**config.mk**
```make
export PLATFORM = sky130hd
export DESIGN_NAME = sha256_sched_stage
export DESIGN_NICKNAME = d
export VERILOG_FILES = /design/src/sha256_pkg.sv /design/src/sha256_sched_stage.sv
export SDC_FILE = /design/constraint.sdc
export NUM_CORES = 1
export LEC_CHECK = 0
export BUFFER_PORTS_ARGS = -buffer_cell sky130_fd_sc_hd__buf_2
export CORE_AREA = 2 2 401 403
export DETAILED_ROUTE_END_ITERATION = 12
export DIE_AREA = 0 0 403 405
export HOLD_SLACK_MARGIN = 0.06
export PLACE_DENSITY = 0.3
export SLEW_MARGIN = 20
export SYNTH_ARGS = -nofsm -noshare
export SYNTH_HDL_FRONTEND = slang
export SYNTH_SLANG_ARGS = --single-unit
```
**constraint.sdc**
```tcl
create_clock -name CLK -period 1.15 [get_ports CLK]
set_clock_uncertainty 0.1 [all_clocks]
set_input_delay 0.1725 -clock CLK [delete_from_list [all_inputs] [get_ports CLK]]
set_output_delay 0.1725 -clock CLK [all_outputs]
set_load 0.005 [all_outputs]
```
**src/sha256_pkg.sv**
```systemverilog
/* SHA-256 shared types, round constants and round functions
   for the second-chunk pipeline of an 80-byte block header */
package sha256_pkg;

	typedef logic [31:0]  word_t;
	// Word a in the top 32 bits, word h in the bottom
	typedef logic [255:0] state_t;
	// Message word 0 in the top 32 bits
	typedef logic [127:0] tail_t;
	// Word used by the current round sits in bits 31:0
	typedef logic [511:0] window_t;

	localparam int NUM_ROUNDS = 64;

	localparam word_t ROUND_K [0:NUM_ROUNDS-1] = '{
		32'h428a2f98, 32'h71374491, 32'hb5c0fbcf, 32'he9b5dba5,
		32'h3956c25b, 32'h59f111f1, 32'h923f82a4, 32'hab1c5ed5,
		32'hd807aa98, 32'h12835b01, 32'h243185be, 32'h550c7dc3,
		32'h72be5d74, 32'h80deb1fe, 32'h9bdc06a7, 32'hc19bf174,
		32'he49b69c1, 32'hefbe4786, 32'h0fc19dc6, 32'h240ca1cc,
		32'h2de92c6f, 32'h4a7484aa, 32'h5cb0a9dc, 32'h76f988da,
		32'h983e5152, 32'ha831c66d, 32'hb00327c8, 32'hbf597fc7,
		32'hc6e00bf3, 32'hd5a79147, 32'h06ca6351, 32'h14292967,
		32'h27b70a85, 32'h2e1b2138, 32'h4d2c6dfc, 32'h53380d13,
		32'h650a7354, 32'h766a0abb, 32'h81c2c92e, 32'h92722c85,
		32'ha2bfe8a1, 32'ha81a664b, 32'hc24b8b70, 32'hc76c51a3,
		32'hd192e819, 32'hd6990624, 32'hf40e3585, 32'h106aa070,
		32'h19a4c116, 32'h1e376c08, 32'h2748774c, 32'h34b0bcb5,
		32'h391c0cb3, 32'h4ed8aa4a, 32'h5b9cca4f, 32'h682e6ff3,
		32'h748f82ee, 32'h78a5636f, 32'h84c87814, 32'h8cc70208,
		32'h90befffa, 32'ha4506ceb, 32'hbef9a3f7, 32'hc67178f2
	};

	// Padding for a 640-bit message: leading one bit, then the length
	localparam word_t PAD_WORD = 32'h80000000;
	localparam word_t LEN_WORD = 32'h00000280;

	localparam state_t sha256_iv = {
		32'h6a09e667, 32'hbb67ae85, 32'h3c6ef372, 32'ha54ff53a,
		32'h510e527f, 32'h9b05688c, 32'h1f83d9ab, 32'h5be0cd19
	};

	function automatic word_t rotr(input word_t x, input int n);
		return (x >> n) | (x << (32 - n));
	endfunction

	function automatic word_t big_sigma0(input word_t x);
		return rotr(x, 2) ^ rotr(x, 13) ^ rotr(x, 22);
	endfunction

	function automatic word_t big_sigma1(input word_t x);
		return rotr(x, 6) ^ rotr(x, 11) ^ rotr(x, 25);
	endfunction

	function automatic word_t small_sigma0(input word_t x);
		return rotr(x, 7) ^ rotr(x, 18) ^ (x >> 3);
	endfunction

	function automatic word_t small_sigma1(input word_t x);
		return rotr(x, 17) ^ rotr(x, 19) ^ (x >> 10);
	endfunction

	// Bitwise select: f where e is set, g elsewhere
	function automatic word_t ch(input word_t e, input word_t f, input word_t g);
		return (e & f) ^ (~e & g);
	endfunction

	// Bitwise majority of three words
	function automatic word_t maj(input word_t a, input word_t b, input word_t c);
		return (a & b) ^ (a & c) ^ (b & c);
	endfunction

endpackage

```
**src/sha256_sched_stage.sv**
```systemverilog
/* SHA-256 message schedule step
   shifts the 16-word window down and appends the next expanded word */
module sha256_sched_stage (
	input  logic                CLK,
	input  logic                RST,
	input  logic                advance_i,
	input  sha256_pkg::window_t window_i,
	output sha256_pkg::window_t window_o
);
	import sha256_pkg::*;

	word_t   w0;
	word_t   w1;
	word_t   w9;
	word_t   w14;
	word_t   w_new;
	window_t window_next;

	assign w0  = window_i[32*0 +: 32];
	assign w1  = window_i[32*1 +: 32];
	assign w9  = window_i[32*9 +: 32];
	assign w14 = window_i[32*14 +: 32];

	// W[t+16] from W[t+14], W[t+9], W[t+1], W[t]
	assign w_new = small_sigma1(w14) + w9 + small_sigma0(w1) + w0;

	// Word 0 has been consumed by its round and drops out
	assign window_next = {w_new, window_i[511:32]};

	always_ff @(posedge CLK or negedge RST) begin
		if (!RST) begin
			window_o <= '0;
		end else if (advance_i) begin
			window_o <= window_next;
		end
	end

	a_hold_on_stall: assert property (
		@(posedge CLK) disable iff (!RST)
		!advance_i |=> $stable(window_o)
	) else $error("schedule window changed while the pipeline was stalled");

endmodule

```
## Yosys cells after proc, flatten, opt, wreduce, memory -nomap -nowiden

Index checks and enable logic that the tools add are counted.
Widths: inputs -> output; s select.

| operators by class | value |
|---|---|
| $add $sub $neg | 3 |
| bitwise operators | 8 |

Operator list:

| operator | number |
|---|---|
| $add 32x32->32 | 3 |
| $xor 32x32->32 | 2 |
| $or 13x32->32 | 1 |
| $or 14x32->32 | 1 |
| $or 15x32->32 | 1 |
| $or 25x32->32 | 1 |
| $xor 32x22->32 | 1 |
| $xor 32x29->32 | 1 |

| word-level totals | value |
|---|---|
| bits in registers | 512 |

## Longest topological paths before layout

| logic depth | value |
|---|---|
| word-level depth | 6 |
| mapped depth | 14 |
| mapped depth without buffers | 14 |

## Worst setup path after synthesis

Ideal clock, no wire load.

| timing | value |
|---|---|
| kind | input-to-reg |
| from | input window_i[468] |
| to | register window_o[503] |
| arrival | 3760 ps |
| data required time | 925 ps |
| slack | -2835 ps |
| stages | 14 |
| cells stage by stage | xor2_1 xnor2_1 fa_1 inv_1 fa_1 ha_1 fa_1 a21o_1 a221o_1 a211o_1 a41oi_2 o21ai_2 xor2_1 mux2_2 |

| on the way | value |
|---|---|
| longest elaborated chain between the ends | 6 |
| elaborated cells on any way between the ends | 7 |
| classes of those cells | add/sub: 3; bitwise: 4 |

Ends and longest elaborated chain:

| what | line | RTL |
|---|---|---|
| start: declaration | sha256_sched_stage.sv:7 | `input sha256_pkg::window_t window_i,` |
| $or 13x32->32 / $or 15x32->32 (equally long branches) | sha256_pkg.sv:44 | `return (x >> n) \| (x << (32 - n));` |
| $xor 32x32->32 | sha256_pkg.sv:60 | `return rotr(x, 17) ^ rotr(x, 19) ^ (x >> 10);` |
| $xor 32x22->32 * | sha256_pkg.sv:60 |  |
| $add 32x32->32 * (3 in series) | sha256_sched_stage.sv:25 | `assign w_new = small_sigma1(w14) + w9 + small_sigma0(w1) + w0;` |
| end signal: assignment | sha256_sched_stage.sv:34 | `window_o <= window_next;` |
| end: declaration | sha256_sched_stage.sv:8 | `output sha256_pkg::window_t window_o` |

Mark *: on every way between the ends. The rest lies on a longest branch, timed or not.
A chain may end at the register's enable or synchronous reset.

## Final worst setup path

| timing | value |
|---|---|
| from | input window_i[468] |
| to | register window_o[499] |

The elaborated chain is that of the path after synthesis.

==> results.ini <==
[finish]
largest_reg_flops=512
stdcell_count=5695
area_growth_pct=88.1
seqCellArea_um2=12800
regMostFlops=window_o
finalNetCount=4155
layout.core_utilization_pct=27.4
post_route_cells_drive_above_1_share_pct=59.9
top_regs=window_o (512)
multi_input_area_um2=10600
filler_cell_count=16985

[power_and_ir_drop]
ir_worst_vdd_mv=0.969
switching_share_pct=32.7
pwr-share-comb_pct=41.2
power.internal_w=0.0509
power_leakage_nw=20.2
p_seq_share_pct=28.8
power.switching_w=0.0248
powerDensity_nw_per_um2=1730
power.clock.fraction_pct=30.0

[synth]
synth-seq-cells=512
post_synth.cell_area_avg_um2=14.2
netlist-cell-type-count=50
synth.cell_area_um2=23200
synth_fp_nets=2239
yosys_warnings=0
synth_area_leaders=dfrtp_1 55%, mux2_2 24%, fa_1 5.3%
post_synth_inst_count=1631
synth_flop_cell=dfrtp_1
yosysTopAreaCellShare_pct=55.2
yosys.area.top_type=dfrtp_1
seq_area_frac_synth_pct=55.2
synth_enable_flop_cells=0
postSynth.asyncResetShare_pct=100
synth_top_cells_by_count=512 x dfrtp_1, 501 x mux2_2, 126 x inv_1
synth_most_common_cell=dfrtp_1

[cts]
cts-hold-fix-buffers=485
h-tree-depth=3
clock_latency_ns=0.64
cts_num_sinks=512
post_cts_clock_slew_at_the_launch_and_capture_registers_of_the_worst_setup_and_hold_paths_ns=0.06
tritoncts=built
cts-root-to-sink-buffers=3
clockRootBuffer=clkbuf_16
numCtsBuffers=73

[place]
placed_cells_incl_taps=4955
detailed_place_hpwl_um=103000
place_congestion=0.808
port-buffer-count=1026

[routing]
route.antenna.remaining_nets=0
post_drt_wl_per_cell_um=22.1
via_per_inst=3.59
first_iter_violations=738
first_pass_iters=5
route.detailed.drc=0
vias=20438
finalWirelength_um=126000

[grt]
gr-total-overflow=0
antenna_violations_before_repair=41
pin_count_of_the_biggest_net_entering_global_routing=45
via_count_of_the_first_global_routing_pass=22519
grt_usage_pct=15.1
grt_first_pass_wirelength_um=173000

[setup_path]
crit_fanout=3
worst-r2r-setup-slack_ns=0.02
crit_type=in -> reg
timing.critical_path.to_type=flop
cp.arrival_ns=3.98
startpoint_type=input port
worstPathRequired_ns=1.59

[floorplanning]
die_area_um2=163000
initial_utilization_pct=14.6
core.rowCount=147
area_of_the_core_um2=159000
chipWidth_um=403
top_level_ports=1027
fp.dieH_um=405

[timing]
final.hold.worst_slack_ns=-0.0635
slew_headroom_pct=54.0
period_share_pct=307
max_clock_freq_ghz=0.283
setup_viol_count_final=548
slew_violations=0
setup_repair_after_global_routing_missed_its_margin=true
final-hold-violation-count=10
worst_pin_slew_ns=0.685
layout_setup_ws_ns=-2.38
min_period_ns=3.53

[run_status]
status=complete, but fails checks
violations=hold timing, setup timing

[run]
max-cap-violations=0

[min_path]
class_of_the_worst_hold_path=in -> async

-- stage by stage --
step           hold WS [ns]  cell area, um^2  TNS, ns  power, W  setup slack, ns
6_report            -0.0635            43700  -212.48    0.0757            -2.38
4_1_cts             -0.0969            42700  -564.94    0.0746            -2.30
5_1_grt             -0.0534            43600  -252.83    0.0805            -2.42
3_3_place_gp         0.0347            33400  -183.14    0.0467            -3.16
2_1_floorplan        -0.223            23800   -69.07    0.0331            -2.65
3_5_place_dp         0.0327            33400  -187.67    0.0466            -3.22
-- placed cells by master (no fill, tap or decap), types with 6 or more instances in the layout --
cell	n
xor2_2	11
a21o_1	19
a21oi_2	7
diode_2	15
dlygate4sd3_1	483
nand4_1	8
xnor2_2	16
a31oi_1	6
inv_1	117
buf_4	345
clkinv_2	6
buf_12	40
buf_6	201
clkbuf_16	74
xnor2_1	70
fa_2	7
fa_1	55
ha_1	14
nor2_1	16
inv_2	9
nand2_1	17
clkbuf_1	19
xor2_1	34
xor2_4	7
mux2_4	33
clkbuf_8	13
dfrtp_1	503
nand3_1	12
mux2_2	468
a21oi_1	19
buf_2	835
ha_4	13
dfrtp_2	9
-- per-layer routing --
metal / vias to the layer above / part of all wire, % / global-route usage, %
met5: - / 0.15 / 0
met1: 10155 / 41 / 17.9
li1: 9449 / - / -
met2: 645 / 50 / 25.9
met4: 28 / 2.7 / 4.91
met3: 161 / 6.6 / 4.55
-- logic make-up after synthesis --
family,count (synthesis),synth area share [%]
AOI/OAI and AO/OA,104,3.19
DFF,512,55.2
xor gates and xnor gates,141,5.32
buffers and inverters,196,3.20
and+or+nand+nor,83,1.71
muxes,502,24.4
adders and majority gates,93,7.02
-- final timing paths --
path | start | to | depth (start not counted)
worst max-delay path | window_i[468] | window_o[499]$_DFFE_PN0P_ | 15
worst min-delay path | RST | window_o[504]$_DFFE_PN0P_ | 3
worst max register to register | window_o[497]$_DFFE_PN0P_ | window_o[497]$_DFFE_PN0P_ | 2
worst min register to register | window_o[110]$_DFFE_PN0P_ | window_o[110]$_DFFE_PN0P_ | 1
max in group asynchronous | RST | window_o[285]$_DFFE_PN0P_ | 4
min in group CLK | window_i[0] | window_o[480]$_DFFE_PN0P_ | 4
-- critical path, cell delays in order --
cell and delay [ns]:
buf_12 0.11, xor2_4 0.18, xnor2_2 0.13, fa_1 0.50, inv_2 0.04, fa_1 0.47
ha_2 0.21, fa_2 0.35, a21o_1 0.21, a221o_2 0.41, a2111oi_4 0.49, o31ai_2 0.13
a31oi_1 0.22, xnor2_1 0.09, mux2_4 0.26
-- cell type report --
| type | instances | area share [%] |
|---|---|---|
| Inverter | 126 | 1.08 |
| Clock buffer | 106 | 4.82 |
| Antenna cell | 15 | 0.0860 |
| Timing Repair Buffer | 1911 | 33.8 |
| Tap cell | 2086 | 5.98 |
| Multi-Input combinational cell | 923 | 24.4 |
| Sequential cell | 512 | 29.4 |
| Clock inverter | 16 | 0.496 |
-- power groups by stage --
stage / sequential (W) / combinational, W / clock [W]
finish: 0.0218 / 0.0312 / 0.0227
detailed placement: 0.0220 / 0.0246 / 0
CTS: 0.0218 / 0.0290 / 0.0238
global placement: 0.0220 / 0.0247 / 0
floorplan: 0.0219 / 0.0111 / 0
global route: 0.0221 / 0.0339 / 0.0244
-- timing repair --
| action | 4_1_cts | 5_1_grt |
|---|---|---|
| hold endpoints to repair | 996 | 10 |
| pin swaps | 33 | 69 |
| gates resized for setup | 341 | 126 |
| buffers inserted | 79 | 45 |
| setup endpoints to repair | 543 | 1011 |
(Power assumes the default switching activity.)
