$ cat src/sha256_pkg.sv
/* SHA-256 shared types, round constants and round functions
   for the second-chunk pipeline of an 80-byte block header */
package sha256_pkg;

	typedef logic [31:0]  word_t;
	// Word a in the top 32 bits, word h in the bottom
	typedef logic [255:0] state_t;
	// Message word 0 in the top 32 bits
	typedef logic [127:0] tail_t;
	// Word used by the current round sits in bits 31:0
	typedef logic [511:0] window_t;

	localparam int NUM_ROUNDS = 64;

	localparam word_t ROUND_K [0:NUM_ROUNDS-1] = '{
		32'h428a2f98, 32'h71374491, 32'hb5c0fbcf, 32'he9b5dba5,
		32'h3956c25b, 32'h59f111f1, 32'h923f82a4, 32'hab1c5ed5,
		32'hd807aa98, 32'h12835b01, 32'h243185be, 32'h550c7dc3,
		32'h72be5d74, 32'h80deb1fe, 32'h9bdc06a7, 32'hc19bf174,
		32'he49b69c1, 32'hefbe4786, 32'h0fc19dc6, 32'h240ca1cc,
		32'h2de92c6f, 32'h4a7484aa, 32'h5cb0a9dc, 32'h76f988da,
		32'h983e5152, 32'ha831c66d, 32'hb00327c8, 32'hbf597fc7,
		32'hc6e00bf3, 32'hd5a79147, 32'h06ca6351, 32'h14292967,
		32'h27b70a85, 32'h2e1b2138, 32'h4d2c6dfc, 32'h53380d13,
		32'h650a7354, 32'h766a0abb, 32'h81c2c92e, 32'h92722c85,
		32'ha2bfe8a1, 32'ha81a664b, 32'hc24b8b70, 32'hc76c51a3,
		32'hd192e819, 32'hd6990624, 32'hf40e3585, 32'h106aa070,
		32'h19a4c116, 32'h1e376c08, 32'h2748774c, 32'h34b0bcb5,
		32'h391c0cb3, 32'h4ed8aa4a, 32'h5b9cca4f, 32'h682e6ff3,
		32'h748f82ee, 32'h78a5636f, 32'h84c87814, 32'h8cc70208,
		32'h90befffa, 32'ha4506ceb, 32'hbef9a3f7, 32'hc67178f2
	};

	// Padding for a 640-bit message: leading one bit, then the length
	localparam word_t PAD_WORD = 32'h80000000;
	localparam word_t LEN_WORD = 32'h00000280;

	localparam state_t sha256_iv = {
		32'h6a09e667, 32'hbb67ae85, 32'h3c6ef372, 32'ha54ff53a,
		32'h510e527f, 32'h9b05688c, 32'h1f83d9ab, 32'h5be0cd19
	};

	function automatic word_t rotr(input word_t x, input int n);
		return (x >> n) | (x << (32 - n));
	endfunction

	function automatic word_t big_sigma0(input word_t x);
		return rotr(x, 2) ^ rotr(x, 13) ^ rotr(x, 22);
	endfunction

	function automatic word_t big_sigma1(input word_t x);
		return rotr(x, 6) ^ rotr(x, 11) ^ rotr(x, 25);
	endfunction

	function automatic word_t small_sigma0(input word_t x);
		return rotr(x, 7) ^ rotr(x, 18) ^ (x >> 3);
	endfunction

	function automatic word_t small_sigma1(input word_t x);
		return rotr(x, 17) ^ rotr(x, 19) ^ (x >> 10);
	endfunction

	// Bitwise select: f where e is set, g elsewhere
	function automatic word_t ch(input word_t e, input word_t f, input word_t g);
		return (e & f) ^ (~e & g);
	endfunction

	// Bitwise majority of three words
	function automatic word_t maj(input word_t a, input word_t b, input word_t c);
		return (a & b) ^ (a & c) ^ (b & c);
	endfunction

endpackage

$ cat src/sha256_round_stage.sv
/* SHA-256 compression round, one pipeline stage
   carries the item's valid bit and midstate alongside the working variables */
module sha256_round_stage #(
	parameter int ROUND = 0
) (
	input  logic               CLK,
	input  logic               RST,
	input  logic               advance_i,
	input  logic               valid_i,
	input  sha256_pkg::state_t state_i,
	input  sha256_pkg::state_t midstate_i,
	input  sha256_pkg::word_t  w_i,
	output logic               valid_o,
	output sha256_pkg::state_t state_o,
	output sha256_pkg::state_t midstate_o
);
	import sha256_pkg::*;

	word_t  a;
	word_t  b;
	word_t  c;
	word_t  d;
	word_t  e;
	word_t  f;
	word_t  g;
	word_t  h;
	word_t  k;
	word_t  t1;
	word_t  t2;
	state_t state_next;

	if (ROUND < 0 || ROUND >= NUM_ROUNDS) begin : g_bad_round
		$error("ROUND out of range");
	end

	assign {a, b, c, d, e, f, g, h} = state_i;
	assign k = ROUND_K[ROUND];

	assign t1 = h + big_sigma1(e) + ch(e, f, g) + k + w_i;
	assign t2 = big_sigma0(a) + maj(a, b, c);

	// New a and e; the rest shift down by one position
	assign state_next = {t1 + t2, a, b, c, d + t1, e, f, g};

	always_ff @(posedge CLK or negedge RST) begin
		if (!RST) begin
			valid_o    <= 1'b0;
			state_o    <= '0;
			midstate_o <= '0;
		end else if (advance_i) begin
			valid_o    <= valid_i;
			state_o    <= state_next;
			midstate_o <= midstate_i;
		end
	end

	a_valid_known: assert property (
		@(posedge CLK) disable iff (!RST)
		!$isunknown(valid_o)
	) else $error("round %0d valid bit is unknown", ROUND);

endmodule

$ cat config.mk
export PLATFORM = sky130hd
export DESIGN_NAME = sha256_round_stage
export DESIGN_NICKNAME = d
export VERILOG_FILES = /design/src/sha256_pkg.sv /design/src/sha256_round_stage.sv
export SDC_FILE = /design/constraint.sdc
export NUM_CORES = 1
export LEC_CHECK = 0
export BUFFER_PORTS_ARGS = -buffer_cell sky130_fd_sc_hd__buf_2
export CAP_MARGIN = 20
export CORE_AREA = 10 10 404 406
export CTS_BUF_LIST = sky130_fd_sc_hd__clkbuf_8
export DETAILED_ROUTE_END_ITERATION = 7
export DIE_AREA = 0 0 414 416
export SLEW_MARGIN = 40
export SYNTH_ARGS = -nofsm -noshare
export SYNTH_HDL_FRONTEND = slang
export SYNTH_SLANG_ARGS = --single-unit
$ cat constraint.sdc
create_clock -name CLK -period 0.95 [get_ports CLK]
set_clock_uncertainty 0.15 [all_clocks]
set_input_delay 0.2375 -clock CLK [delete_from_list [all_inputs] [get_ports CLK]]
set_output_delay 0.2375 -clock CLK [all_outputs]
set_load 0.03 [all_outputs]
======== Word level (Yosys, flattened, before mapping) ========
Cells that the tools add are included.
storage, ports and cells
  logic and storage cells ................. 29
  output and inout bits ................... 513
  bits of input ports ..................... 548
  register bits ........................... 513
operators by class
  $add $sub $neg .......................... 7
  bitwise logic cells ..................... 19
operator list
  kind                                                               number
  32-bit bitwise XOR                                                 7
  32-bit adder                                                       6
  32-bit AND                                                         5
  32-bit by 31-bit adder with 32-bit output (second input constant)  1
  32-bit inverter                                                    1
  10-bit by 32-bit bitwise OR with 32-bit output                     1
  19-bit by 32-bit bitwise OR with 32-bit output                     1
  21-bit by 32-bit bitwise OR with 32-bit output                     1
  26-bit by 32-bit bitwise OR with 32-bit output                     1
  30-bit by 32-bit bitwise OR with 32-bit output                     1
  7-bit by 32-bit bitwise OR with 32-bit output                      1

======== Logic depth before layout (Yosys ltp) ========
  depth in word-level cells ............... 8
  gate-level depth with buffers ........... 32
  depth with buffers taken out ............ 31

======== Worst setup path after synthesis ========
Ideal clock, no wire load.
  path kind ............................... in2reg
  start ................................... in state_i[123]
  end ..................................... reg state_o[253]
  cell stages on the path ................. 29
  required time ........................... 729 ps
  data arrival time ....................... 6407 ps
  path slack .............................. -5678 ps
  cell sequence ........................... clkbuf_1 > xor2_1 > xnor2_1 > fa_1 > inv_1 > fa_1 > ha_1 > ha_1 > fa_1 > a21o_1 > a21oi_1 > o21ba_2 > o211ai_1 > and3_1 > a21boi_0 > xnor2_1 > inv_1 > fa_1 > inv_1 > ha_1 > a21o_1 > a21oi_1 > nor2b_1 > a311oi_1 > a21boi_1 > o32ai_2 > o21ai_1 > or3_1 > nand4_1
on the way
  word-level cells in the longest chain between the ends .. 8
RTL lines
  what                                                                                                              RTL line                  text
  start: declaration                                                                                                sha256_round_stage.sv:10  input sha256_pkg::state_t state_i,
  21-bit by 32-bit bitwise OR with 32-bit output or 26-bit by 32-bit bitwise OR with 32-bit output (tied branches)  sha256_pkg.sv:44          return (x >> n) | (x << (32 - n));
  32-bit bitwise XOR (2 in series)                                                                                  sha256_pkg.sv:52          return rotr(x, 6) ^ rotr(x, 11) ^ rotr(x, 25);
  32-bit adder                                                                                                      sha256_round_stage.sv:39  assign t1 = h + big_sigma1(e) + ch(e, f, g) + k + w_i;
  32-bit adder (*)                                                                                                  sha256_round_stage.sv:39
  32-bit by 31-bit adder with 32-bit output (*)                                                                     sha256_round_stage.sv:39
  32-bit adder (*)                                                                                                  sha256_round_stage.sv:39
  32-bit adder (*)                                                                                                  sha256_round_stage.sv:43  assign state_next = {t1 + t2, a, b, c, d + t1, e, f, g};
  end signal: assignment                                                                                            sha256_round_stage.sv:52  state_o <= state_next;
  end: declaration                                                                                                  sha256_round_stage.sv:14  output sha256_pkg::state_t state_o,
Mark *: on every way between the ends. The rest lies on a longest branch, timed or not.
A chain may end at the register's enable or synchronous reset.

======== Final worst setup path ========
  start ................................... in state_i[123]
  end ..................................... reg state_o[255]
Same word-level chain as after synthesis.

==> impl_metrics.json <==
{
  "status": "finished, violations left",
  "violations": "negative hold slack, negative setup slack",
  "grt_use_total_pct": 17.44,
  "critPathKind": "input pin to flip-flop",
  "startpoint_type": "input pin",
  "slowest_stage": "fa_2",
  "ys_async_sr_fraction_pct": 100.0,
  "finalSetupTns_ns": -645.44,
  "vias": 26947,
  "crit_top_cell": "inv_2",
  "htreeDepth": 3,
  "die_h_um": 416,
  "arrival_ns": 6.40,
  "boundaryPins": 1061,
  "p_leak_nw": 25.10,
  "grt.overflow.total": 0,
  "grt_pass1_vias": 29667,
  "grt_max_degree": 36,
  "post-route-drc-count": 0,
  "yosys.area.top_type": "dfrtp_1",
  "grt_util_met2_pct": 30.11,
  "critical_path_required_ns": 1.44,
  "yosysTopAreaCellShare_pct": 45.54,
  "yosysMostFrequentCell": "mux2_2",
  "path_buf_inv": 6,
  "synth_common_cells": "521 x mux2_2, 513 x dfrtp_1, 230 x inv_1",
  "antenna_left": 0,
  "drv_slew": 0,
  "cp_slowest_stage_delay_ns": 0.54,
  "cts_tree": "built",
  "area_delta_synth_final_pct": 81.53,
  "irDropWorstVdd_v": 0.003952,
  "antenna_found_initial": 48,
  "port_buffers": 1060,
  "synth_edf_count": 0,
  "routed_wl_um": 158100,
  "rsz0062_at_grt": "yes",
  "gp_congestion": 0.9423,
  "ys.flop_type": "dfrtp_1",
  "die_w_um": 414,
  "final_cell_area_um2": 51170,
  "max_freq_mhz": 169.4,
  "coreArea_um2": 155300,
  "rows": 145,
  "yosysUniqueCellTypes": 61,
  "synth_area_leaders": "dfrtp_1 46%, mux2_2 21%, fa_1 6.7%",
  "setup_slack_ns": -4.953,
  "dpl.cell_count": 5812,
  "die_area_um2": 172200,
  "first_pass_iters": 5,
  "drt_iter0_drc": 1638,
  "power_density_nw_per_um2": 4445,
  "crit_family": "adder cells",
  "cts_buffers": 91,
  "start_util_pct": 18.15,
  "avgRoutedWirePerCell_um": 24.24,
  "ys_seq_elements": 513,
  "syn_nets": 3045,
  "vias_per_cell": 4.132,
  "drive_gt1_share_pct": 58.41,
  "path_clk_slew_ns": 0.06,
  "dpl.hpwl_um": 126700,
  "tightestPinTransition_ns": 0.6031,
  "holdWs_ns": -0.2864,
  "placed_cell_area_um2": 41720,
  "ys_warn_count": 0,
  "top_usage_layer": "met2",
  "syn_area_per_cell_um2": 12.36,
  "timing.slew.headroom_pct": 59.51,
  "fin_crit_sh_pct": 621.4,
  "instances_no_fill": 6522,
  "holdBufCountCts": 448,
  "clock_sinks": 513,
  "cts_buffer_depth": 3,
  "worst-path-max-fanout": 4,
  "met1_usage_pct": 20.04,
  "min_path_type": "input pin to flip-flop",
  "grt_pass1_wl_um": 219600,
  "cts_root_buf": "clkbuf_8",
  "synth_seq_area_share_pct": 45.54,
  "final_hold_viol_count": 60,
  "fin_crit_ns": 5.903,
  "finalSetupViolations": 632,
  "end_kind": "flip-flop",
  "grt_use_met3_pct": 5.052,
  "finalNetCount": 5123,
  "clkLatencyLatePin_ns": 0.75,
  "syn_area_um2": 28190,
  "max_cap_violations": 0,
  "netlist_instances": 2281
}
flip-flops by register name (all words and copies together) (netlist names):
| signal | flops |
|---|---|
| midstate_o | 256 |
| state_o | 256 |
| valid_o | 1 |
kinds of logic after synthesis:
group | after synthesis | synth area share, %
multiplexers | 529 | 21.10
AND/OR/NAND/NOR | 169 | 2.921
flip-flops | 513 | 45.54
buffers and inverters | 333 | 4.434
AO/OA/AOI/OAI | 308 | 7.253
adder cells (fa/ha/maj) | 219 | 12.22
XOR/XNOR | 210 | 6.525
where the power goes:
part / switching [mW] / internal (mW)
clock network: 10.5 / 12.2
logic: 85.4 / 91.1
registers: 2.49 / 25.8
total: 98.3 / 129
through the flow:
step	total power, mW	utilization (%)	setup slack [ns]
after floorplan	104.1	-	-5.386
after global placement	160.1	26.86	-5.965
after detailed placement	161.1	26.86	-5.990
after CTS	204.3	31.90	-4.817
after global routing	240.9	32.93	-5.071
final	227.4	32.95	-4.953
per-layer routing:
layer  wire, um  part of all wire [%]
met1      61830                    39
met2      77280                    49
met3      11150                   7.1
met4       7733                   4.9
met5        120                 0.076
area by class of cell:
| type | count | area (um^2) |
|---|---|---|
| repair buffers | 2087 | 15680 |
| multi-input cells | 1435 | 17140 |
| flip-flops and latches | 513 | 12850 |
| inverters | 231 | 874.6 |
| fillers | 15405 | 104100 |
| clock inverters | 52 | 376.6 |
| diodes | 30 | 75.07 |
| clock buffers | 116 | 1597 |
| well taps | 2058 | 2575 |
worst register-to-register path: cells and delay by family, from the launching register on:
family | cells | cell delay (ns)
buf+inv | 2 | 0.26
flops | 1 | 0.40
mux | 1 | 0.25
placed cells by master, fill, tap and decap left out, types with 13 or more instances in the layout:
master	Yosys	routed
xnor2_2	0	23
diode_2	0	30
inv_1	230	227
ha_1	121	79
buf_2	0	942
buf_12	0	60
buf_6	0	124
o21ai_0	58	39
buf_4	0	508
a21oi_1	68	36
dlygate4sd3_1	0	448
xnor2_1	127	100
dfrtp_1	513	500
nand2_1	37	30
ha_4	0	40
clkbuf_8	0	116
mux2_4	0	297
a21oi_2	1	26
inv_2	1	32
mux2_2	521	224
o21ai_2	0	17
xor2_2	0	14
fa_1	95	86
nor2_1	46	31
a21o_1	86	86
xor2_1	83	63
dfrtp_2	0	13
final timing paths:
kind                               from           end  slack, ns  depth (start not counted)
setup reg to reg             state_o[9]    state_o[9]      -0.23                          3
max in group asynchronous           RST   state_o[48]       0.20                          4
setup / recovery           state_i[123]  state_o[255]      -4.95                         29
hold / removal             state_i[128]   state_o[96]      -0.29                          3
min in group asynchronous           RST  state_o[182]      -0.10                          3
hold reg to reg            state_o[226]  state_o[226]       0.35                          2
timing repair:
action,in CTS,in global routing
setup buffers,31,51
endpoints found under the hold margin,1000,115
pin swaps,125,146
gates resized for setup,266,341
setup endpoints to repair,599,622
Note: power is estimated with default switching activity, not from simulation.
