$ cat src/sha256_pkg.sv
/* SHA-256 shared types, round constants and round functions
   for the second-chunk pipeline of an 80-byte block header */
package sha256_pkg;

	typedef logic [31:0]  word_t;
	// Word a in the top 32 bits, word h in the bottom
	typedef logic [255:0] state_t;
	// Message word 0 in the top 32 bits
	typedef logic [127:0] tail_t;
	// Word used by the current round sits in bits 31:0
	typedef logic [511:0] window_t;

	localparam int NUM_ROUNDS = 64;

	localparam word_t ROUND_K [0:NUM_ROUNDS-1] = '{
		32'h428a2f98, 32'h71374491, 32'hb5c0fbcf, 32'he9b5dba5,
		32'h3956c25b, 32'h59f111f1, 32'h923f82a4, 32'hab1c5ed5,
		32'hd807aa98, 32'h12835b01, 32'h243185be, 32'h550c7dc3,
		32'h72be5d74, 32'h80deb1fe, 32'h9bdc06a7, 32'hc19bf174,
		32'he49b69c1, 32'hefbe4786, 32'h0fc19dc6, 32'h240ca1cc,
		32'h2de92c6f, 32'h4a7484aa, 32'h5cb0a9dc, 32'h76f988da,
		32'h983e5152, 32'ha831c66d, 32'hb00327c8, 32'hbf597fc7,
		32'hc6e00bf3, 32'hd5a79147, 32'h06ca6351, 32'h14292967,
		32'h27b70a85, 32'h2e1b2138, 32'h4d2c6dfc, 32'h53380d13,
		32'h650a7354, 32'h766a0abb, 32'h81c2c92e, 32'h92722c85,
		32'ha2bfe8a1, 32'ha81a664b, 32'hc24b8b70, 32'hc76c51a3,
		32'hd192e819, 32'hd6990624, 32'hf40e3585, 32'h106aa070,
		32'h19a4c116, 32'h1e376c08, 32'h2748774c, 32'h34b0bcb5,
		32'h391c0cb3, 32'h4ed8aa4a, 32'h5b9cca4f, 32'h682e6ff3,
		32'h748f82ee, 32'h78a5636f, 32'h84c87814, 32'h8cc70208,
		32'h90befffa, 32'ha4506ceb, 32'hbef9a3f7, 32'hc67178f2
	};

	// Padding for a 640-bit message: leading one bit, then the length
	localparam word_t PAD_WORD = 32'h80000000;
	localparam word_t LEN_WORD = 32'h00000280;

	localparam state_t sha256_iv = {
		32'h6a09e667, 32'hbb67ae85, 32'h3c6ef372, 32'ha54ff53a,
		32'h510e527f, 32'h9b05688c, 32'h1f83d9ab, 32'h5be0cd19
	};

	function automatic word_t rotr(input word_t x, input int n);
		return (x >> n) | (x << (32 - n));
	endfunction

	function automatic word_t big_sigma0(input word_t x);
		return rotr(x, 2) ^ rotr(x, 13) ^ rotr(x, 22);
	endfunction

	function automatic word_t big_sigma1(input word_t x);
		return rotr(x, 6) ^ rotr(x, 11) ^ rotr(x, 25);
	endfunction

	function automatic word_t small_sigma0(input word_t x);
		return rotr(x, 7) ^ rotr(x, 18) ^ (x >> 3);
	endfunction

	function automatic word_t small_sigma1(input word_t x);
		return rotr(x, 17) ^ rotr(x, 19) ^ (x >> 10);
	endfunction

	// Bitwise select: f where e is set, g elsewhere
	function automatic word_t ch(input word_t e, input word_t f, input word_t g);
		return (e & f) ^ (~e & g);
	endfunction

	// Bitwise majority of three words
	function automatic word_t maj(input word_t a, input word_t b, input word_t c);
		return (a & b) ^ (a & c) ^ (b & c);
	endfunction

endpackage

$ cat src/sha256_digest_final.sv
/* SHA-256 feed-forward and output register
   adds the midstate to the last working variables to form the digest */
module sha256_digest_final (
	input  logic               CLK,
	input  logic               RST,
	input  logic               advance_i,
	input  logic               valid_i,
	input  sha256_pkg::state_t state_i,
	input  sha256_pkg::state_t midstate_i,
	output sha256_pkg::state_t digest_o,
	output logic               valid_o
);
	import sha256_pkg::*;

	localparam int NUM_WORDS = $bits(state_t) / $bits(word_t);

	state_t digest_next;

	// Word-wise add modulo 2^32, bubbles give an all-zero digest
	always_comb begin
		digest_next = '0;
		if (valid_i) begin
			for (int i = 0; i < NUM_WORDS; i++) begin
				digest_next[32*i +: 32] = state_i[32*i +: 32] + midstate_i[32*i +: 32];
			end
		end
	end

	always_ff @(posedge CLK or negedge RST) begin
		if (!RST) begin
			digest_o <= '0;
			valid_o  <= 1'b0;
		end else if (advance_i) begin
			digest_o <= digest_next;
			valid_o  <= valid_i;
		end
	end

	a_zero_when_idle: assert property (
		@(posedge CLK) disable iff (!RST)
		!valid_o |-> (digest_o == '0)
	) else $error("digest is nonzero without valid");

endmodule

$ cat config.mk
export PLATFORM = sky130hd
export DESIGN_NAME = sha256_digest_final
export DESIGN_NICKNAME = d
export VERILOG_FILES = /design/src/sha256_pkg.sv /design/src/sha256_digest_final.sv
export SDC_FILE = /design/constraint.sdc
export NUM_CORES = 1
export LEC_CHECK = 0
export BUFFER_PORTS_ARGS = -buffer_cell sky130_fd_sc_hd__buf_2
export CAP_MARGIN = 20
export CORE_AREA = 2 2 297 299
export DETAILED_ROUTE_END_ITERATION = 16
export DIE_AREA = 0 0 299 301
export HOLD_SLACK_MARGIN = 0.05
export SLEW_MARGIN = 25
export SYNTH_ARGS = -nofsm -noshare
export SYNTH_HDL_FRONTEND = slang
export SYNTH_SLANG_ARGS = --single-unit
export TNS_END_PERCENT = 30
$ cat constraint.sdc
create_clock -name CLK -period 0.9 [get_ports CLK]
set_input_delay 0.18 -clock CLK [delete_from_list [all_inputs] [get_ports CLK]]
set_output_delay 0.18 -clock CLK [all_outputs]
set_load 0.1 [all_outputs]
# == Word level (Yosys, flattened, before mapping) ==
# Index checks and enable logic that the tools add are counted.
# classes
add_sub_neg,8
mux,1
# op_table
op,n
32-bit adder,8
256-bit 2-to-1 mux,1
# word_totals
ff_bits,257
in_bits,516
output_inout_bits,257
wordCells,11

# == Depth between registers and ports, before layout ==
# Gate-level depths: netlist (run 1).
# depth
depth_word,2
depth_mapped,12
mapped_depth_nobuf,12

# == Least setup slack after synthesis (run 1) ==
# OpenSTA, ideal clock, no wires.
# synth_path
path_type,input port to flip-flop
from,in state_i[192]
to,reg digest_o[218]
setup_ns,0.123
arrival_ns,2.451
path_slack_ns,-1.674
path_stages,12
cell_sequence,ha_1 > inv_1 > fa_1 > nor2b_1 > o21ai_1 > a21boi_1 > a41oi_1 > a211oi_2 > a21oi_1 > nor4bb_1 > o21ai_0 > a32o_1
# synth_between
elab_chain_len,2
# synth_lines
item,line_no,text
from (decl),sha256_digest_final.sv:8,"input sha256_pkg::state_t state_i,"
32-bit adder,sha256_digest_final.sv:24,digest_next[32*i +: 32] = state_i[32*i +: 32] + midstate_i[32*i +: 32];
256-bit 2-to-1 mux,sha256_digest_final.sv:22,if (valid_i) begin
to (signal assigned),sha256_digest_final.sv:34,digest_o <= digest_next;
to (decl),sha256_digest_final.sv:10,"output sha256_pkg::state_t digest_o,"
# Every way passes these cells.
# A chain may end at the register's enable or synchronous reset.

# == Worst setup path after layout (run 1) ==
# layout_path
from,in state_i[0]
to,reg digest_o[28]
# Same word-level chain as after synthesis.

==> results_dict.tcl, run 1 <==
set metrics [dict create \
    status "complete, but fails checks" \
    violations "negative setup slack" \
    seq_power_share 0.215 \
    drc_errors 0 \
    maxCapViolations 0 \
    r2r_end "digest_o[189]" \
    combPwrFrac 0.580 \
    crit_type "input pin to register" \
    clk_latency_ns 0.54 \
    clockPowerShare 0.205 \
    whs_endpoint "digest_o[216]" \
    stdcell_count 5147 \
    cts_buffer_depth 3 \
    fin_crit_ns 2.18 \
    synth_area_per_cell_um2 9.12 \
    dp_cells 4949 \
    grt_pass1_wl_um 155000 \
    ir_worst_vdd_mv 1.13 \
    drtIter0Drc 1227 \
    p_sw_uw 31500 \
    start_util 0.250 \
    worstPathArrival_ns 2.60 \
    slew_viol_final 0 \
    worstMarginPinSlew_ns 0.618 \
    ios 773 \
    synth_seq_area_share 0.297 \
    holdWs_ns 0.0907 \
    cts-root-buf "clkbuf_16" \
    clock_skew_ns 0 \
    fmax_ghz 0.459 \
    fill_cells 7871 \
    rsz0062_at_grt "true" \
    end_kind "register" \
    port_buffers 772 \
    worst_r2r_path_depth 2 \
    place.detailed.hpwl_um 85700 \
    post_drt_via_cell_ratio 4.94 \
    syn_to_final_growth_pct 94.4 \
    yosys_register_bits 257 \
    hold_path_class "input pin to register" \
    grt_max_degree 34 \
    reg2reg_slack_ns -0.09 \
    swShare 0.441 \
    synthArstFlopShare 1.00 \
    p_int_uw 39800 \
    leakagePower_uw 0.0203 \
    clk_pin_slew_worst_paths_ns 0.06 \
    dieArea_um2 90000 \
    start_kind "input pin" \
    fin_crit_sh 2.42 \
    synth_edf_count 0 \
    p_per_area_nw_per_um2 1690 \
    grt_usage 0.222 \
    ys_types 95 \
    synth_area_leader_cell "dfrtp_1" \
    tritoncts "built" \
    yosysTopAreaCellShare 0.297 \
    cts_buffers 36 \
    syn_inst 2374 \
    htreeDepth 2 \
    grt_overflow 0 \
    rows 108 \
    place_congestion 0.953 \
    cts_sinks 257 \
    core_area_um2 86500 \
    synth-main-ff-cell "dfrtp_1" \
    routedWlPerCell_um 20.4 \
    crit_path_max_fanout 2 \
    worst_slack_ns -1.28 \
    synth.net_count 3146 \
    post-synth-top-count-cell "dfrtp_1" \
    netlist_area_um2 21700 \
    die_y_um 301 \
    ys_top_cells_by_count "dfrtp_1, ha_1, a21oi_1" \
    cp.required_ns 1.32 \
    drive_gt1_frac 0.536 \
    grt_pass1_vias 26600 \
    hp-start "advance_i" \
    firstDrtPassIters 5 \
    regArea_um2 6430 \
    max-slew-margin-rel 0.585 \
    finalNetCount 4724 \
    hold_viol_final 0 \
    antenna_found_initial 22 \
    yosys-top-cells-area "dfrtp_1, ha_1, a22o_1, a21o_1, a21oi_1" \
    hold_depth 3 \
    num_vias 25400 \
    r2r-start "digest_o[189]" \
    antenna_left 0 \
    multiInputGateArea_um2 17500 \
    synth-warning-count 0 \
    wl_um 105000 \
    die_w_um 299 \
    finalSetupViolCount 493 \
]
registers in the layout, indices dropped and copies added, names as in the netlist:
signal    count
digest_o    256
valid_o       1
worst max-delay path by stage:
stage,start,to,slack [ns],cells past startpoint
6_report,state_i[0],digest_o[28],-1.28,13
5_1_grt,state_i[0],digest_o[28],-1.33,13
4_1_cts,midstate_i[129],digest_o[157],-1.27,11
3_5_place_dp,state_i[194],digest_o[218],-1.95,12
3_3_place_gp,state_i[194],digest_o[218],-1.92,12
2_1_floorplan,state_i[192],digest_o[218],-1.53,12
metrics by stage:
stage          worst slack [ns]  instance area (µm²)  total power (µW)   util  TNS (ns)
4_1_cts                   -1.27                41200             70800  0.477   -288.64
3_3_place_gp              -1.92                37600             53700  0.435   -330.89
3_5_place_dp              -1.95                37600             53900  0.435   -335.37
5_1_grt                   -1.33                42100             74100  0.487   -316.95
6_report                  -1.28                42100             71300  0.487   -294.17
2_1_floorplan             -1.53                23000             36400      -   -274.64
worst max-delay path, stage by stage:
cell,delay [ns]
buf_8,0.11
ha_4,0.16
inv_2,0.05
fa_2,0.30
nor2b_4,0.07
o31ai_4,0.21
a21oi_2,0.10
o2111ai_2,0.27
a211o_1,0.23
a21oi_2,0.07
o31a_1,0.24
or3_1,0.37
a32o_1,0.23
cell families (layout without fill, tap and decap cells):
| family | count (synthesis) | after routing | share of synthesized area |
|---|---|---|---|
| other cells | 0 | 14 | 0 |
| fa+ha+maj | 256 | 256 | 0.151 |
| compound gates | 947 | 947 | 0.310 |
| buf+inv | 190 | 1794 | 0.0344 |
| xor+xnor | 199 | 199 | 0.0805 |
| mux | 3 | 3 | 0.00139 |
| flops | 257 | 257 | 0.297 |
| simple gates | 522 | 522 | 0.126 |
cell type report:
class | instances | area share
diodes | 14 | 0.000832
inverters | 98 | 0.00904
repair buffers | 1632 | 0.359
well taps | 1155 | 0.0343
multi-input cells | 1927 | 0.416
clock buffers | 49 | 0.0252
clock inverters | 15 | 0.00297
flip-flops and latches | 257 | 0.153
power groups by stage:
| stage | registers [µW] | logic, µW | clock network, µW |
|---|---|---|---|
| detailed placement | 15500 | 38400 | 0 |
| floorplan | 26100 | 10300 | 0 |
| global placement | 15500 | 38200 | 0 |
| global route | 15500 | 43300 | 15300 |
| finish | 15300 | 41300 | 14600 |
| CTS | 15300 | 40500 | 15000 |
layout by cell type (no fill, tap or decap), types with 37 or more instances in the layout:
| cell type | count |
|---|---|
| a21oi_2 | 72 |
| ha_1 | 166 |
| buf_12 | 277 |
| nor2_1 | 82 |
| clkbuf_16 | 37 |
| nand2_1 | 109 |
| xor2_1 | 69 |
| a22o_1 | 177 |
| xnor2_1 | 104 |
| buf_2 | 456 |
| a21oi_1 | 136 |
| a21o_1 | 147 |
| dfrtp_1 | 257 |
| nor2b_1 | 37 |
| inv_1 | 86 |
| nand3_1 | 46 |
| buf_6 | 110 |
| o21ai_0 | 63 |
| buf_4 | 768 |
| ha_4 | 78 |
| o21ai_2 | 42 |
what timing repair did:
item,CTS,global route
pin swaps,342,223
gates resized for setup,350,127
setup endpoints to repair,489,493
hold endpoints to repair,265,0
buffers inserted,101,48
hold buffers,8,0
metal layers:
layer / global-route usage / vias up / routed length [µm]
met5: 0 / - / 66
met4: 0.118 / 10 / 5520
met3: 0.0583 / 245 / 7270
met2: 0.383 / 849 / 51200
met1: 0.251 / 12200 / 40900
li1: - / 12200 / -
(Power assumes the default switching activity.)
==> run 2, diff against run 1 <==
Clock period 0.9 ns to 2 ns, I/O delays scaled along.
==> run 2 against run 1 <==
Effect of this change: the flow still finishes with violations (negative setup slack); cell area down 15%; global-route usage down 1.1 points; die area unchanged; worst hold slack better by 0.11 ns; sequential cell count unchanged; critical path depth up 1; register-to-register slack better by 1.1 ns; first-iteration DRC count down 2.5%; via count down 3.6%; clock skew unchanged; utilization down 7.1 points; cell count down 3.2%; critical endpoint is now digest_o[158].
==> results_dict.tcl, run 2 (same netlist as run 1, synthesis figures left out) <==
set metrics [dict create \
    status "complete, but fails checks" \
    violations "negative setup slack" \
    place_congestion 0.940 \
    cts-root-buf "clkbuf_16" \
    clk_latency_ns 0.53 \
    finalSetupTns_ns -9.68 \
    leakagePower_uw 0.0183 \
    start_kind "input pin" \
    grt_overflow 0 \
    path_depth 14 \
    hold_depth 4 \
    path_cells "buf_8, ha_4, buf_6, inv_4, fa_2, nor2b_4, o31a_1, o2111ai_2, nand3_2, a2111oi_4, o21ai_4, a21oi_2, xnor2_1, a22o_1" \
    worstMarginPinSlew_ns 0.646 \
    maxCapViolations 0 \
    finalNetCount 4569 \
    max-slew-margin-rel 0.572 \
    critPathSlowestCell "a2111oi_4" \
    fin_crit_sh 1.16 \
    finalSetupViolCount 82 \
    r2r-start "digest_o[88]" \
    clk_pin_slew_worst_paths_ns 0.06 \
    rsz0062_at_grt "true" \
    p_per_area_nw_per_um2 792 \
    crit_type "input pin to register" \
    drtIter0Drc 1196 \
    finalPower_uw 28500 \
    post_drt_via_cell_ratio 4.92 \
    stdcell_count 4981 \
    port_buffers 772 \
    grt_pass1_vias 24900 \
    wl_um 99700 \
    ios 773 \
    cts_buffer_depth 3 \
    rows 108 \
    syn_to_final_growth_pct 66.0 \
    htreeDepth 2 \
    cp.required_ns 2.43 \
    startpoint "midstate_i[128]" \
    crit_path_max_incr_delay_ns 0.44 \
    die_w_um 299 \
    drc_errors 0 \
    dp_cells 4864 \
    slew_viol_final 0 \
    firstDrtPassIters 5 \
    final_common_cell "buf_2" \
    critPathBufInv 3 \
    r2r_end "digest_o[88]" \
    cts_buffers 35 \
    critical_path.top_delay_family "compound AO/OA/AOI/OAI gates" \
    cp-endpoint "digest_o[158]" \
    reg2reg_slack_ns 0.98 \
    clock_skew_ns 0 \
    num_vias 24500 \
    worst_r2r_path_depth 2 \
    cts_sinks 257 \
    routedWlPerCell_um 20.0 \
    fmax_ghz 0.433 \
    crit_path_max_fanout 4 \
    fill_cells 8616 \
    place.detailed.hpwl_um 81500 \
    post-place-ws_ns -1.07 \
    drive_gt1_frac 0.488 \
    hold_viol_final 0 \
    dieArea_um2 90000 \
    hold_path_class "input pin to register" \
    grt_usage 0.211 \
    largest_reg_flops 256 \
    antenna_left 0 \
    grt_pass1_wl_um 147000 \
    reg_top3 "digest_o: 256 flops, valid_o: 1 flops" \
    end_kind "register" \
    core_area_um2 86500 \
    ir_worst_vdd_mv 0.560 \
    worstPathArrival_ns 2.74 \
    final_cell_mix "buf_2, buf_4, dfrtp_1" \
    die_y_um 301 \
    worst_slack_ns -0.311 \
    grt_max_degree 55 \
    antenna_found_initial 14 \
    regMostFlops "digest_o" \
    start_util 0.250 \
    fin_crit_ns 2.31 \
    tritoncts "built" \
    holdWs_ns 0.196 \
]
==> run 2: final cells by class <==
type | instances | area, µm² | share of cell area
Tap cell | 1155 | 1450 | 0.0402
Sequential cell | 257 | 6430 | 0.179
Clock buffer | 51 | 1060 | 0.0294
Inverter | 98 | 378 | 0.0105
Clock inverter | 11 | 126 | 0.00352
Timing Repair Buffer | 1478 | 9740 | 0.271
Antenna cell | 4 | 10.0 | 0.000278
Multi-Input combinational cell | 1927 | 16800 | 0.466
==> run 2: stage by stage <==
step / area (µm²) / utilization
4_1_cts: 35000 / 0.404
5_1_grt: 35900 / 0.416
2_1_floorplan: 22600 / -
3_5_place_dp: 32700 / 0.378
3_3_place_gp: 32700 / 0.378
6_report: 35900 / 0.416
==> run 2: what timing repair did <==
item	CTS	global route
resized for setup	151	175
hold buffers	1	0
endpoints found under the hold margin	30	0
pin swaps	146	133
setup buffers	35	16
gates cloned	0	0
endpoints found under the setup margin	120	139
==> run 2: worst register-to-register path: cells and delay by family, from the launching register on <==
family / cells / cell delay, ns
AOI/OAI and AO/OA: 1 / 0.21
and+or+nand+nor: 1 / 0.20
DFF: 1 / 0.51
==> run 2: how the worst min path moves through the flow <==
stage | slack [ns] | from | endpoint
2_1_floorplan | 0.10 | RST | digest_o[0]
3_3_place_gp | 0.37 | RST | digest_o[19]
3_5_place_dp | 0.38 | RST | digest_o[19]
4_1_cts | 0.17 | state_i[32] | digest_o[32]
5_1_grt | 0.18 | midstate_i[224] | digest_o[224]
6_report | 0.20 | midstate_i[224] | digest_o[224]
==> run 2: per-layer routing <==
metal | vias up | global-route usage | routed length (µm)
met5 | - | 0 | 119
met3 | 175 | 0.0444 | 5960
met1 | 11700 | 0.255 | 41500
li1 | 11800 | - | -
met4 | 18 | 0.0676 | 3440
met2 | 749 | 0.372 | 48700
==> run 2: power breakdown <==
group | switching [µW] | leakage, µW | total (µW) | internal, µW
combinational | 10200 | 0.0143 | 15400 | 5170
sequential | 535 | 0.00334 | 6470 | 5930
clock | 2660 | 0.000582 | 6610 | 3950
